## src/source/rv_decode_pkg.sv

```systemverilog
/*
 * Shared encodings and types of the registered RISC-V decoder.
 * Holds the canonical RV32I opcode and funct3 values, the datapath select
 * codes, the stage structs and the latency constants. Every file refers to
 * these by scoped names.
 */
`default_nettype none

package rv_decode_pkg;

	////////////////////
	// widths, latency
	////////////////////
	localparam int INST_W         = 32;
	localparam int EXPAND_LATENCY = 1;  // rvc_expander register
	localparam int PIPE_STAGES    = 2;  // default decode_pipe depth
	localparam int CTRL_LATENCY   = 1;  // ctrl_generator register
	localparam int DECODE_LATENCY = EXPAND_LATENCY + PIPE_STAGES + CTRL_LATENCY;

	////////////////////
	// opcodes
	////////////////////
	// inst[6:2], the low two bits are always 11 after expansion
	typedef enum logic [4:0] {
		OPC_LOAD   = 5'b00000,
		OPC_OP_IMM = 5'b00100,
		OPC_AUIPC  = 5'b00101,
		OPC_STORE  = 5'b01000,
		OPC_OP     = 5'b01100,
		OPC_LUI    = 5'b01101,
		OPC_BRANCH = 5'b11000,
		OPC_JALR   = 5'b11001,
		OPC_JAL    = 5'b11011
	} opcode_e;

	// integer ops, shared by OP and OP_IMM
	localparam logic [2:0] F3_ADD_SUB = 3'b000;
	localparam logic [2:0] F3_SLL     = 3'b001;
	localparam logic [2:0] F3_SLT     = 3'b010;
	localparam logic [2:0] F3_SLTU    = 3'b011;
	localparam logic [2:0] F3_XOR     = 3'b100;
	localparam logic [2:0] F3_SRL_SRA = 3'b101;
	localparam logic [2:0] F3_OR      = 3'b110;
	localparam logic [2:0] F3_AND     = 3'b111;
	// loads
	localparam logic [2:0] F3_LB      = 3'b000;
	localparam logic [2:0] F3_LH      = 3'b001;
	localparam logic [2:0] F3_LW      = 3'b010;
	localparam logic [2:0] F3_LBU     = 3'b100;
	localparam logic [2:0] F3_LHU     = 3'b101;
	// stores
	localparam logic [2:0] F3_SB      = 3'b000;
	localparam logic [2:0] F3_SH      = 3'b001;
	localparam logic [2:0] F3_SW      = 3'b010;
	// branches, only the ones rvc produces
	localparam logic [2:0] F3_BEQ     = 3'b000;
	localparam logic [2:0] F3_BNE     = 3'b001;

	////////////////////
	// datapath selects
	////////////////////
	typedef enum logic [1:0] {A_SEL_RS1, A_SEL_PC, A_SEL_ZERO} a_sel_e;
	typedef enum logic [1:0] {B_SEL_RS2, B_SEL_IMM} b_sel_e;

	typedef enum logic [4:0] {
		ALU_ADD, ALU_SUB, ALU_SLL, ALU_SLT, ALU_SLTU,
		ALU_XOR, ALU_SRL, ALU_SRA, ALU_OR, ALU_AND
	} alu_op_e;

	typedef enum logic [1:0] {L8, L16, L32} mem_len_e;
	typedef enum logic [2:0] {WB_ALU, WB_LOAD, WB_PC4} wb_src_e;

	////////////////////
	// stage structs
	////////////////////
	// expander to control stage, 11 bits
	typedef struct packed {
		opcode_e    opcode;
		logic [2:0] funct3;
		logic       alt;         // funct7[5], sub and sra
		logic       compressed;  // came in as a 16 bit word
		logic       legal;
	} canon_inst_t;

	// control bundle to the datapath, 19 bits
	typedef struct packed {
		a_sel_e   a_sel;
		b_sel_e   b_sel;
		alu_op_e  alu_op;
		logic     mem_read;
		logic     mem_write;
		mem_len_e mem_len;
		logic     load_signed;  // 0 zero ext
		wb_src_e  wb_src;
		logic     reg_we;
		logic     illegal;
	} ctrl_bundle_t;

	// true for the nine opcodes the decoder knows
	function automatic logic is_known_opcode(logic [4:0] op);
		case (op)
			OPC_LUI, OPC_AUIPC, OPC_JAL, OPC_JALR, OPC_BRANCH,
			OPC_LOAD, OPC_STORE, OPC_OP_IMM, OPC_OP: return 1'b1;
			default: return 1'b0;
		endcase
	endfunction

endpackage

`default_nettype wire

```

## src/source/rvc_expander.sv

```systemverilog
/*
 * Front stage of the decoder.
 * Classifies each incoming word as RV32 or RVC, maps compressed words onto
 * the canonical RV32I opcode, funct3 and alt bit, and registers the result
 * on the input strobe. One cycle of latency.
 */
`default_nettype none

module rvc_expander (
	input  wire logic                          clk_i,
	input  wire logic                          arst_n_i,
	input  wire logic [rv_decode_pkg::INST_W-1:0] inst_i,
	input  wire logic                          inst_valid_i,
	output rv_decode_pkg::canon_inst_t         canon_o,
	output logic                               canon_valid_o
);

	logic                       is_rvc;     // low bits not 11
	logic [2:0]                 c_f3;       // rvc funct3, bits 15:13
	logic [4:0]                 c_rd;       // rd / rs1 field
	logic [4:0]                 c_rs2;      // rs2 field, quadrant 2
	rv_decode_pkg::canon_inst_t canon_nxt;
	rv_decode_pkg::canon_inst_t canon_q;
	logic                       valid_q;

	assign is_rvc = (inst_i[1:0] != 2'b11);
	assign c_f3   = inst_i[15:13];
	assign c_rd   = inst_i[11:7];
	assign c_rs2  = inst_i[6:2];

	////////////////////
	// expansion
	////////////////////
	always_comb begin : expand
		// addi with funct7 clear unless told otherwise
		canon_nxt.opcode     = rv_decode_pkg::OPC_OP_IMM;
		canon_nxt.funct3     = rv_decode_pkg::F3_ADD_SUB;
		canon_nxt.alt        = 1'b0;
		canon_nxt.compressed = is_rvc;
		canon_nxt.legal      = 1'b1;
		case (inst_i[1:0])
			2'b00: begin // quadrant 0
				case (c_f3)
					3'b000: ; // c.addi4spn -> addi rd', x2, uimm
					3'b010: begin // c.lw
						canon_nxt.opcode = rv_decode_pkg::OPC_LOAD;
						canon_nxt.funct3 = rv_decode_pkg::F3_LW;
					end
					3'b110: begin // c.sw
						canon_nxt.opcode = rv_decode_pkg::OPC_STORE;
						canon_nxt.funct3 = rv_decode_pkg::F3_SW;
					end
					default: canon_nxt.legal = 1'b0; // fp and reserved slots
				endcase
			end
			2'b01: begin // quadrant 1
				case (c_f3)
					3'b000, 3'b010: ; // c.addi, c.li -> addi
					3'b001, 3'b101: canon_nxt.opcode = rv_decode_pkg::OPC_JAL; // c.jal, c.j
					3'b011: begin
						// rd x2 is c.addi16sp, anything else c.lui
						if (c_rd != 5'd2)
							canon_nxt.opcode = rv_decode_pkg::OPC_LUI;
					end
					3'b110: begin // c.beqz
						canon_nxt.opcode = rv_decode_pkg::OPC_BRANCH;
						canon_nxt.funct3 = rv_decode_pkg::F3_BEQ;
					end
					3'b111: begin // c.bnez
						canon_nxt.opcode = rv_decode_pkg::OPC_BRANCH;
						canon_nxt.funct3 = rv_decode_pkg::F3_BNE;
					end
					default: begin // 100, alu group
						case (inst_i[11:10])
							2'b00: canon_nxt.funct3 = rv_decode_pkg::F3_SRL_SRA; // c.srli
							2'b01: begin // c.srai
								canon_nxt.funct3 = rv_decode_pkg::F3_SRL_SRA;
								canon_nxt.alt    = 1'b1;
							end
							2'b10: canon_nxt.funct3 = rv_decode_pkg::F3_AND; // c.andi
							default: begin
								// register-register forms, picked by bits 6:5
								canon_nxt.opcode = rv_decode_pkg::OPC_OP;
								case (inst_i[6:5])
									2'b00: begin // c.sub
										canon_nxt.funct3 = rv_decode_pkg::F3_ADD_SUB;
										canon_nxt.alt    = 1'b1;
									end
									2'b01:   canon_nxt.funct3 = rv_decode_pkg::F3_XOR;
									2'b10:   canon_nxt.funct3 = rv_decode_pkg::F3_OR;
									default: canon_nxt.funct3 = rv_decode_pkg::F3_AND;
								endcase
							end
						endcase
					end
				endcase
			end
			2'b10: begin // quadrant 2
				case (c_f3)
					3'b000: canon_nxt.funct3 = rv_decode_pkg::F3_SLL; // c.slli
					3'b010: begin // c.lwsp
						canon_nxt.opcode = rv_decode_pkg::OPC_LOAD;
						canon_nxt.funct3 = rv_decode_pkg::F3_LW;
					end
					3'b100: begin
						if (c_rd == 5'd0)
							canon_nxt.legal = 1'b0;  // c.ebreak, reserved jr
						else if (c_rs2 == 5'd0)
							canon_nxt.opcode = rv_decode_pkg::OPC_JALR; // c.jr, c.jalr
						else
							canon_nxt.opcode = rv_decode_pkg::OPC_OP;   // c.mv, c.add
					end
					3'b110: begin // c.swsp
						canon_nxt.opcode = rv_decode_pkg::OPC_STORE;
						canon_nxt.funct3 = rv_decode_pkg::F3_SW;
					end
					default: canon_nxt.legal = 1'b0;
				endcase
			end
			default: begin // full 32 bit word, fields as they are
				canon_nxt.opcode = rv_decode_pkg::opcode_e'(inst_i[6:2]);
				canon_nxt.funct3 = inst_i[14:12];
				canon_nxt.alt    = inst_i[30];
				canon_nxt.legal  = rv_decode_pkg::is_known_opcode(inst_i[6:2]);
			end
		endcase
	end

	////////////////////
	// stage register
	////////////////////
	always_ff @(posedge clk_i or negedge arst_n_i) begin
		if (!arst_n_i) begin
			valid_q <= 1'b0;
		end else begin
			valid_q <= inst_valid_i;
		end
	end

	always_ff @(posedge clk_i) begin
		if (inst_valid_i)
			canon_q <= canon_nxt;  // held between strobes
	end

	assign canon_o       = canon_q;
	assign canon_valid_o = valid_q;

	// control stage trusts legal to mean a decodable opcode
	a_legal_known : assert property (@(posedge clk_i) disable iff (!arst_n_i)
		(canon_valid_o && canon_o.legal) |-> rv_decode_pkg::is_known_opcode(canon_o.opcode))
		else $error("expander marked unknown opcode %b legal", canon_o.opcode);

endmodule

`default_nettype wire

```

## src/source/decode_pipe.sv

```systemverilog
/*
 * Fixed delay line between expansion and control generation.
 * Each of STAGES slots captures the canonical fields when its valid input
 * is high; the valid bit simply shifts along. No back-pressure.
 */
`default_nettype none

module decode_pipe #(
	parameter int STAGES = rv_decode_pkg::PIPE_STAGES  // 1 or more
) (
	input  wire logic                       clk_i,
	input  wire logic                       arst_n_i,
	input  rv_decode_pkg::canon_inst_t      canon_i,
	input  wire logic                       canon_valid_i,
	output rv_decode_pkg::canon_inst_t      canon_o,
	output logic                            canon_valid_o
);

	rv_decode_pkg::canon_inst_t slot_in [STAGES];  // data into each slot
	rv_decode_pkg::canon_inst_t slot_q  [STAGES];
	logic [STAGES-1:0]          vld_in;
	logic [STAGES-1:0]          vld_q;

	for (genvar s = 0; s < STAGES; s++) begin : g_slot
		if (s == 0) begin : g_head
			assign slot_in[s] = canon_i;
			assign vld_in[s]  = canon_valid_i;
		end else begin : g_body
			assign slot_in[s] = slot_q[s-1];
			assign vld_in[s]  = vld_q[s-1];
		end

		always_ff @(posedge clk_i or negedge arst_n_i) begin
			if (!arst_n_i)
				vld_q[s] <= 1'b0;
			else
				vld_q[s] <= vld_in[s];
		end

		always_ff @(posedge clk_i) begin
			if (vld_in[s])
				slot_q[s] <= slot_in[s];  // capture only on a live strobe
		end
	end

	assign canon_o       = slot_q[STAGES-1];
	assign canon_valid_o = vld_q[STAGES-1];

	a_valid_known : assert property (@(posedge clk_i) disable iff (!arst_n_i)
		!$isunknown(canon_valid_o))
		else $error("decode_pipe output valid is unknown");

endmodule

`default_nettype wire

```

## src/source/ctrl_generator.sv

```systemverilog
/*
 * Back stage of the decoder.
 * Turns canonical opcode fields into the datapath control bundle: operand
 * selects, ALU operation, memory strobes and length, write-back source and
 * register write enable. Registered, one cycle of latency.
 */
`default_nettype none

module ctrl_generator (
	input  wire logic                       clk_i,
	input  wire logic                       arst_n_i,
	input  rv_decode_pkg::canon_inst_t      canon_i,
	input  wire logic                       canon_valid_i,
	output rv_decode_pkg::ctrl_bundle_t     ctrl_o,
	output logic                            ctrl_valid_o
);

	rv_decode_pkg::alu_op_e      alu_f3;    // op picked by funct3
	logic                        is_op;     // register-register form
	rv_decode_pkg::ctrl_bundle_t ctrl_nxt;
	rv_decode_pkg::ctrl_bundle_t ctrl_q;
	logic                        valid_q;

	assign is_op = (canon_i.opcode == rv_decode_pkg::OPC_OP);

	////////////////////
	// alu select
	////////////////////
	always_comb begin : alu_decode
		case (canon_i.funct3)
			rv_decode_pkg::F3_ADD_SUB: begin
				// addi has no sub, imm bit 30 is data there
				alu_f3 = (is_op && canon_i.alt) ? rv_decode_pkg::ALU_SUB
				                                : rv_decode_pkg::ALU_ADD;
			end
			rv_decode_pkg::F3_SLL:  alu_f3 = rv_decode_pkg::ALU_SLL;
			rv_decode_pkg::F3_SLT:  alu_f3 = rv_decode_pkg::ALU_SLT;
			rv_decode_pkg::F3_SLTU: alu_f3 = rv_decode_pkg::ALU_SLTU;
			rv_decode_pkg::F3_XOR:  alu_f3 = rv_decode_pkg::ALU_XOR;
			rv_decode_pkg::F3_SRL_SRA: begin
				alu_f3 = canon_i.alt ? rv_decode_pkg::ALU_SRA
				                     : rv_decode_pkg::ALU_SRL;  // same for srli/srai
			end
			rv_decode_pkg::F3_OR:   alu_f3 = rv_decode_pkg::ALU_OR;
			default:                alu_f3 = rv_decode_pkg::ALU_AND;
		endcase
	end

	////////////////////
	// opcode decode
	////////////////////
	always_comb begin : ctrl_decode
		// rs1 + imm, add, write back alu
		ctrl_nxt.a_sel       = rv_decode_pkg::A_SEL_RS1;
		ctrl_nxt.b_sel       = rv_decode_pkg::B_SEL_IMM;
		ctrl_nxt.alu_op      = rv_decode_pkg::ALU_ADD;
		ctrl_nxt.mem_read    = 1'b0;
		ctrl_nxt.mem_write   = 1'b0;
		ctrl_nxt.mem_len     = rv_decode_pkg::L32;
		ctrl_nxt.load_signed = 1'b1;
		ctrl_nxt.wb_src      = rv_decode_pkg::WB_ALU;
		ctrl_nxt.reg_we      = 1'b1;
		ctrl_nxt.illegal     = ~canon_i.legal;
		case (canon_i.opcode)
			rv_decode_pkg::OPC_LUI:   ctrl_nxt.a_sel = rv_decode_pkg::A_SEL_ZERO; // 0 + imm
			rv_decode_pkg::OPC_AUIPC: ctrl_nxt.a_sel = rv_decode_pkg::A_SEL_PC;
			rv_decode_pkg::OPC_JAL: begin  // target pc + imm, rd gets pc + 4
				ctrl_nxt.a_sel  = rv_decode_pkg::A_SEL_PC;
				ctrl_nxt.wb_src = rv_decode_pkg::WB_PC4;
			end
			rv_decode_pkg::OPC_JALR:  ctrl_nxt.wb_src = rv_decode_pkg::WB_PC4;
			rv_decode_pkg::OPC_BRANCH: begin
				ctrl_nxt.a_sel  = rv_decode_pkg::A_SEL_PC;  // alu builds the target
				ctrl_nxt.reg_we = 1'b0;
			end
			rv_decode_pkg::OPC_LOAD: begin
				ctrl_nxt.mem_read = 1'b1;
				ctrl_nxt.wb_src   = rv_decode_pkg::WB_LOAD;
				case (canon_i.funct3)
					rv_decode_pkg::F3_LB:  ctrl_nxt.mem_len = rv_decode_pkg::L8;
					rv_decode_pkg::F3_LH:  ctrl_nxt.mem_len = rv_decode_pkg::L16;
					rv_decode_pkg::F3_LBU: begin
						ctrl_nxt.mem_len     = rv_decode_pkg::L8;
						ctrl_nxt.load_signed = 1'b0;
					end
					rv_decode_pkg::F3_LHU: begin
						ctrl_nxt.mem_len     = rv_decode_pkg::L16;
						ctrl_nxt.load_signed = 1'b0;
					end
					default: ctrl_nxt.mem_len = rv_decode_pkg::L32;  // lw
				endcase
			end
			rv_decode_pkg::OPC_STORE: begin
				ctrl_nxt.mem_write = 1'b1;
				ctrl_nxt.reg_we    = 1'b0;
				case (canon_i.funct3)
					rv_decode_pkg::F3_SB: ctrl_nxt.mem_len = rv_decode_pkg::L8;
					rv_decode_pkg::F3_SH: ctrl_nxt.mem_len = rv_decode_pkg::L16;
					default:              ctrl_nxt.mem_len = rv_decode_pkg::L32;  // sw
				endcase
			end
			rv_decode_pkg::OPC_OP_IMM: ctrl_nxt.alu_op = alu_f3;
			rv_decode_pkg::OPC_OP: begin
				ctrl_nxt.b_sel  = rv_decode_pkg::B_SEL_RS2;
				ctrl_nxt.alu_op = alu_f3;
			end
			default: ctrl_nxt.illegal = 1'b1;  // outside the known set
		endcase
		// illegal words must not touch memory or the register file
		if (ctrl_nxt.illegal) begin
			ctrl_nxt.mem_read  = 1'b0;
			ctrl_nxt.mem_write = 1'b0;
			ctrl_nxt.reg_we    = 1'b0;
		end
	end

	////////////////////
	// bundle register
	////////////////////
	always_ff @(posedge clk_i or negedge arst_n_i) begin
		if (!arst_n_i) begin
			valid_q <= 1'b0;
			ctrl_q  <= '0;  // strobes and we low
		end else begin
			valid_q <= canon_valid_i;
			if (canon_valid_i)
				ctrl_q <= ctrl_nxt;
		end
	end

	assign ctrl_o       = ctrl_q;
	assign ctrl_valid_o = valid_q;

	a_mem_excl : assert property (@(posedge clk_i) disable iff (!arst_n_i)
		ctrl_valid_o |-> !(ctrl_o.mem_read && ctrl_o.mem_write))
		else $error("mem_read and mem_write both set");

endmodule

`default_nettype wire

```

## src/source/rv_decoder_top.sv

```systemverilog
/*
 * Registered RISC-V decoder.
 * Expander, delay pipe and control generator in a row; a control bundle
 * leaves DECODE_LATENCY cycles after each accepted instruction word.
 */
`default_nettype none

module rv_decoder_top (
	input  wire logic                          clk_i,
	input  wire logic                          arst_n_i,
	input  wire logic [rv_decode_pkg::INST_W-1:0] inst_i,
	input  wire logic                          inst_valid_i,
	output rv_decode_pkg::ctrl_bundle_t        ctrl_o,
	output logic                               ctrl_valid_o
);

	rv_decode_pkg::canon_inst_t exp_canon;   // expander out
	logic                       exp_valid;
	rv_decode_pkg::canon_inst_t pipe_canon;  // pipe out
	logic                       pipe_valid;

	rvc_expander u_expander (
		.clk_i         (clk_i),
		.arst_n_i      (arst_n_i),
		.inst_i        (inst_i),
		.inst_valid_i  (inst_valid_i),
		.canon_o       (exp_canon),
		.canon_valid_o (exp_valid)
	);

	decode_pipe #(
		.STAGES (rv_decode_pkg::PIPE_STAGES)
	) u_pipe (
		.clk_i         (clk_i),
		.arst_n_i      (arst_n_i),
		.canon_i       (exp_canon),
		.canon_valid_i (exp_valid),
		.canon_o       (pipe_canon),
		.canon_valid_o (pipe_valid)
	);

	ctrl_generator u_ctrl (
		.clk_i         (clk_i),
		.arst_n_i      (arst_n_i),
		.canon_i       (pipe_canon),
		.canon_valid_i (pipe_valid),
		.ctrl_o        (ctrl_o),
		.ctrl_valid_o  (ctrl_valid_o)
	);

endmodule

`default_nettype wire

```

## config.mk

```make
export PLATFORM = sky130hd
export DESIGN_NAME = rv_decoder_top
export DESIGN_NICKNAME = d
export VERILOG_FILES = /design/src/source/rv_decode_pkg.sv /design/src/source/rvc_expander.sv /design/src/source/decode_pipe.sv /design/src/source/ctrl_generator.sv /design/src/source/rv_decoder_top.sv
export SDC_FILE = /design/constraint.sdc
export NUM_CORES = 1
export LEC_CHECK = 0
export BUFFER_PORTS_ARGS = -buffer_cell sky130_fd_sc_hd__clkbuf_2
export CORE_MARGIN = 4
export CORE_UTILIZATION = 48
export CTS_BUF_LIST = sky130_fd_sc_hd__clkbuf_16
export CTS_CLUSTER_DIAMETER = 100
export DETAILED_ROUTE_END_ITERATION = 10
export GPL_ROUTABILITY_DRIVEN = 0
export PLACE_DENSITY = 0.84
export SYNTH_ARGS = -nofsm -noshare
export SYNTH_HDL_FRONTEND = slang
export SYNTH_HIERARCHICAL = 1
export SYNTH_SLANG_ARGS = --single-unit
```

## constraint.sdc

```tcl
create_clock -name clk_i -period 1.2 [get_ports clk_i]
set_input_delay 0.24 -clock clk_i [delete_from_list [all_inputs] [get_ports clk_i]]
set_output_delay 0.24 -clock clk_i [all_outputs]
set_load 0.01 [all_outputs]
```

# Yosys cells after proc, flatten, opt, wreduce, memory -nomap -nowiden
# Memories as Yosys holds them, arrays and structs flattened.
# Cells that the tools add are included.
classes:
  eq_ne: 29
  n_mux: 42
  bitwise_logic: 1
  n_reduce_logical: 28
op_table:
  columns: ["operator", "count"]
  rows:
  - ["$pmux W5 S7", 1]
  - ["$reduce_or A2 Y1", 13]
  - ["$pmux W2 S2", 6]
  - ["$pmux W8 S3", 1]
  - ["$eq A3 B3 Y1 const B", 7]
  - ["$pmux W5 S4", 1]
  - ["$mux W1", 18]
  - ["$eq A5 B4 Y1 const B", 3]
  - ["$eq A5 B5 Y1 const B", 3]
  - ["$logic_not A5 Y1", 3]
  - ["$mux W5", 3]
  - ["$pmux W5 S3", 1]
  - ["$pmux W7 S2", 1]
  - ["$eq A3 B2 Y1 const B", 4]
  - ["$pmux W3 S2", 2]
  - ["$eq A5 B3 Y1 const B", 2]
  - ["$pmux W3 S3", 1]
  - ["$reduce_or A3 Y1", 3]
  - ["$reduce_or A9 Y1", 1]
  - ["$mux W4", 2]
  - ["$reduce_or A7 Y1", 1]
  - ["$eq A2 B1 Y1 const B", 3]
  - ["$eq A2 B2 Y1 const B", 3]
  - ["$eq A3 B1 Y1 const B", 2]
  - ["other kinds (10)", 15]
word_totals:
  register_bits: 34
  ram_bits: 22
  rom_bits: 32
  input_bits: 35
  output_inout_bits: 20
  elab_cells: 121
  n_memories: 2
mem_list:
  columns: ["name", "depth", "width", "read_ports", "rd_clocked_by_memory_dff", "write_ports", "line", "rtl"]
  rows:
  - ["(no name shown)", 32, 1, 1, 0, 0, "rv_decode_pkg.sv:101", "case (op)"]
  - ["u_pipe.slot_q", 2, 11, 2, 0, 2, "decode_pipe.sv:20", "rv_decode_pkg::canon_inst_t slot_q [STAGES];"]

# Depth between registers and ports, before layout
# An unclocked memory read counts as a cell.
logic_depth:
  ltp_word: 6
  ltp_mapped: 5
  ltp_nobuf: 4

# Hierarchy
# The synthesis kept the hierarchy.
by_module_without_submodules:
  columns: ["module", "instances", "cells_each", "area_each_um2", "seq_area_each_um2"]
  rows:
  - ["ctrl_generator", 1, 84, 827.0, 425.4]
  - ["rvc_expander", 1, 85, 790.8, 355.3]
  - ["decode_pipe", 1, 24, 710.7, 710.7]

# Worst setup path after synthesis
# OpenSTA, ideal clock, no wires.
synth_path:
  path_kind: "input to register"
  from: "in inst_i[11] in the netlist's numbering"
  to: "reg u_expander.canon_q, in the netlist u_expander/canon_o[9] (data pin)"
  setup_time_ns: 0.270
  arrival_ns: 1.344
  required_ns: 0.930
  setup_slack_ns: -0.414
  stages: 4
  path_buffers: 0
  path_cell_list: "or4_4 or4_4 o211ai_2 o311ai_1"
synth_lines:
  columns: ["item", "line", "rtl"]
  rows:
  - ["start, declared", "rv_decoder_top.sv:11", "input wire logic [rv_decode_pkg::INST_W-1:0] inst_i,"]
  - ["end signal, assigned", "rvc_expander.sv:142", "canon_q <= canon_nxt;"]
  - ["end, declared", "rvc_expander.sv:23", "rv_decode_pkg::canon_inst_t canon_q;"]

==> out/results.txt <==
The tightest min-delay check is of the primary input to register type. The tightest hold path in the finished design has a slack of 0.282 ns. In this run the number of H-tree levels came out at 2.

The run gives 0 as the count of antenna-violating nets left after detailed routing. From synthesis to final layout, the design area changed by 40.7%. Entering global routing, the biggest net connects 21 pins. The HPWL after detailed placement is 3520 um. The sort of element at the end of the critical path is a register. The routed via count divided by cell count was 5.73; the TritonCTS sink count was 50. Summed over all cells, the static leakage comes to 1.34 nW. Synthesis produced a netlist whose cell count is 190.

The run finished, with violations left. The time the worst path needs with I/O delays and setup is 1.47 ns, and the final hold violation count is 0. Per report_power, the combinational group accounts for 11.6% of the total. The checks that failed: negative setup slack. For the via count of the first global-routing pass, the log shows 1,886.

For this run, the top clock speed supported by timing is 678 MHz. The run gives 1400 um2 as the area of all sequential standard cells. After detailed routing, the number of remaining DRC violations is 0. The logs give 18.4% for the total routing usage reported by global routing and 1.49 ns for the data arrival at the endpoint of the critical path. Cells fill 70.9% of the core in the end. The longest clock path from root to sink contains 2 buffers.

The tools report the count of max-cap constraint violations as 0. Traced cell by cell, the critical path runs through clkbuf_2 > or4_4 > or4_4 > o211ai_2 > o311ai_1. The clock network fraction of total power is 38.1%. The setup slack of the critical path after layout was -0.275 ns; the worst endpoint required time was 1.22 ns. The fill cell instance count of the final layout was 307; the initial antenna violation count was 0.

Detailed-routing iteration count for the pre-antenna-repair pass: 4. The number of antenna diodes in the final layout is 0. Dividing total power by cell area gives a power density of 1280 nW/um2. The path type of the worst setup path was primary input to register.

The die span in x is 76.3 um. For this design the top-level I/O count stands at 55. The first global-routing pass estimated 8610 um of wire.

The top cell types in the final layout, fill and taps aside, are 35 x sky130_fd_sc_hd__clkbuf_2, 35 x sky130_fd_sc_hd__buf_4, 30 x sky130_fd_sc_hd__edfxtp_1, 20 x sky130_fd_sc_hd__dfrtp_1, 18 x sky130_fd_sc_hd__nand2_1. After routing the design area is 3150 um2. The cell that appears most often on the critical path is sky130_fd_sc_hd__or4_4. The final route contains 1,840 vias.

The warning count from the yosys run was 6. Clock latency on the worst-skew pair, taken at its later pin, is 0.28 ns. The count of input and output buffers is 36. The run gives 0 as the number of max-slew violations in the final report. TritonCTS built the clock tree. Proportion of layout cells with a drive suffix above 1: 45.4%. Synthesized area per cell: 11.8 um2. The kind of start point of the critical path was a primary input. The run gives 0.00459 ns as the final clock skew. For the setup slack of the most critical reg-to-reg path, the log shows -0.14 ns. Cell internal power was estimated by the tool at 3.15 mW. Setup repair after global routing could not meet its margin everywhere.

At the pin with the least slew margin, the transition time is 0.503 ns. The DRC violation total after the first TritonRoute iteration came out at 110. For this run the aggregate overflow at the end of global routing stands at 0. In this run the critical register-to-register path is launched from u_pipe/slot_q[0][21]$_DFFE_PP_. The placed instances occupy a cell area of 2720 um2.

The logs give 4440 um2 for the placeable core area and 303 for the total number of nets in the final design. For this block, the routed nets add up to 5340 um of wire. The endpoint identified for the worst register-to-register timing path is u_ctrl/ctrl_o[17]$_DFFE_PN0P_. The mapped netlist covers 2240 um2. The share of total power consumed by net switching was 21.7%. The critical path ends at u_expander/canon_o[9]$_DFFE_PP_. The root buffer selected by CTS is sky130_fd_sc_hd__clkbuf_16. Total power for the finished layout comes to 4.02 mW. The floorplan has 24 rows. The switching power summed over all nets was 874 uW; the register clock-pin slew on the reported worst setup and hold paths was 0.06 ns. In the final layout, the multi-input gates occupy 918 um2. On the worst path, the slowest cell contributes a delay of 0.53 ns. For the number of endpoints failing setup at the final stage, the log shows 15. For this configuration, the core starts out at a cell density of 50.4%. Pre-CTS worst setup slack: -0.560 ns. The number of cells on the worst reg-to-reg path is 4.

The die is 76.3 um tall. The number of clock buffers inserted by TritonCTS is 5, and the largest vdd supply drop is 0.737 mV. Sequential cells account for 50.2% of the total power. The floorplan step defined a die boundary enclosing 5820 um2. In the finished design, the share of the clock period the worst path needs comes to 123%.

Tracing the worst setup path back leads to its startpoint at inst_i[11]. Of all nets on the critical path, the largest fanout is 2. The wire length per cell after detailed routing was 16.6 um. The slowest stage of the critical path is the sky130_fd_sc_hd__or4_4 cell. The worst slew margin relative to its limit was 66.5%.
-- timing repair --
action | in CTS | in global routing
buffers inserted | 7 | 1
setup endpoints to repair | 18 | 19
pin swaps | 15 | 13
hold buffers | 1 | 0
gates resized for setup | 29 | 15
cloned | 0 | 0
endpoints found under the hold margin | 20 | 0
-- state kept, by name (all words and copies together), names as in the netlist --
| name | count |
|---|---|
| u_ctrl/ctrl_o | 16 |
| u_ctrl/ctrl_valid_o | 1 |
| u_expander/canon_o | 10 |
| u_expander/canon_valid_o | 1 |
| u_pipe/canon_valid_o | 1 |
| u_pipe/slot_q | 20 |
| u_pipe/vld_in | 1 |
-- worst max-delay path, delay by kind of cell --
family,cells,cell delay (ns)
AND/OR/NAND/NOR,2,0.96
AO/OA/AOI/OAI,2,0.20
buffers and inverters,1,0.09
-- stage by stage --
| step | instances | setup TNS, ns |
|---|---|---|
| 2_1_floorplan | 192 | -0.978 |
| 4_1_cts | 320 | -1.04 |
| 3_5_place_dp | 305 | -2.88 |
| 5_1_grt | 321 | -2.25 |
| 3_3_place_gp | 305 | -2.31 |
| 6_report | 321 | -1.29 |
-- power by group through the flow --
stage / clock network, mW / logic [mW] / registers (mW)
detailed placement: 0 / 0.382 / 2.05
floorplan: 0 / 0.181 / 2.04
global route: 1.66 / 0.506 / 2.03
CTS: 1.58 / 0.435 / 2.02
global placement: 0 / 0.367 / 2.04
finish: 1.53 / 0.468 / 2.02
-- metal layers --
layer / global-route usage [%] / vias to the layer above / wire length [um]
met2: 35.1 / 77 / 2940
met5: 0 / - / 0
met1: 19.8 / 888 / 2080
met4: 7.61 / 0 / 57
li1: - / 865 / -
met3: 3.19 / 10 / 257
-- area by class of cell --
cell class	count	area share, %
clock buffers	5	3.97
clock inverters	3	1.31
flip-flops and latches	50	44.5
inverters	10	1.19
well taps	52	2.07
repair buffers	81	17.8
multi-input cells	120	29.2
-- how the worst min path moves through the flow --
stage / cells after the start / start / endpoint
final: 1 / inst_valid_i / u_expander/canon_valid_o$_DFF_PN0_
after global routing: 1 / inst_valid_i / u_expander/canon_valid_o$_DFF_PN0_
after CTS: 1 / inst_valid_i / u_expander/canon_valid_o$_DFF_PN0_
after detailed placement: 1 / arst_n_i / u_ctrl/ctrl_o[17]$_DFFE_PN0P_
after global placement: 1 / arst_n_i / u_ctrl/ctrl_valid_o$_DFF_PN0_
after floorplan: 0 / arst_n_i / u_ctrl/ctrl_o[0]$_DFFE_PN0P_
No activity file was read; power rests on OpenSTA's default activity.
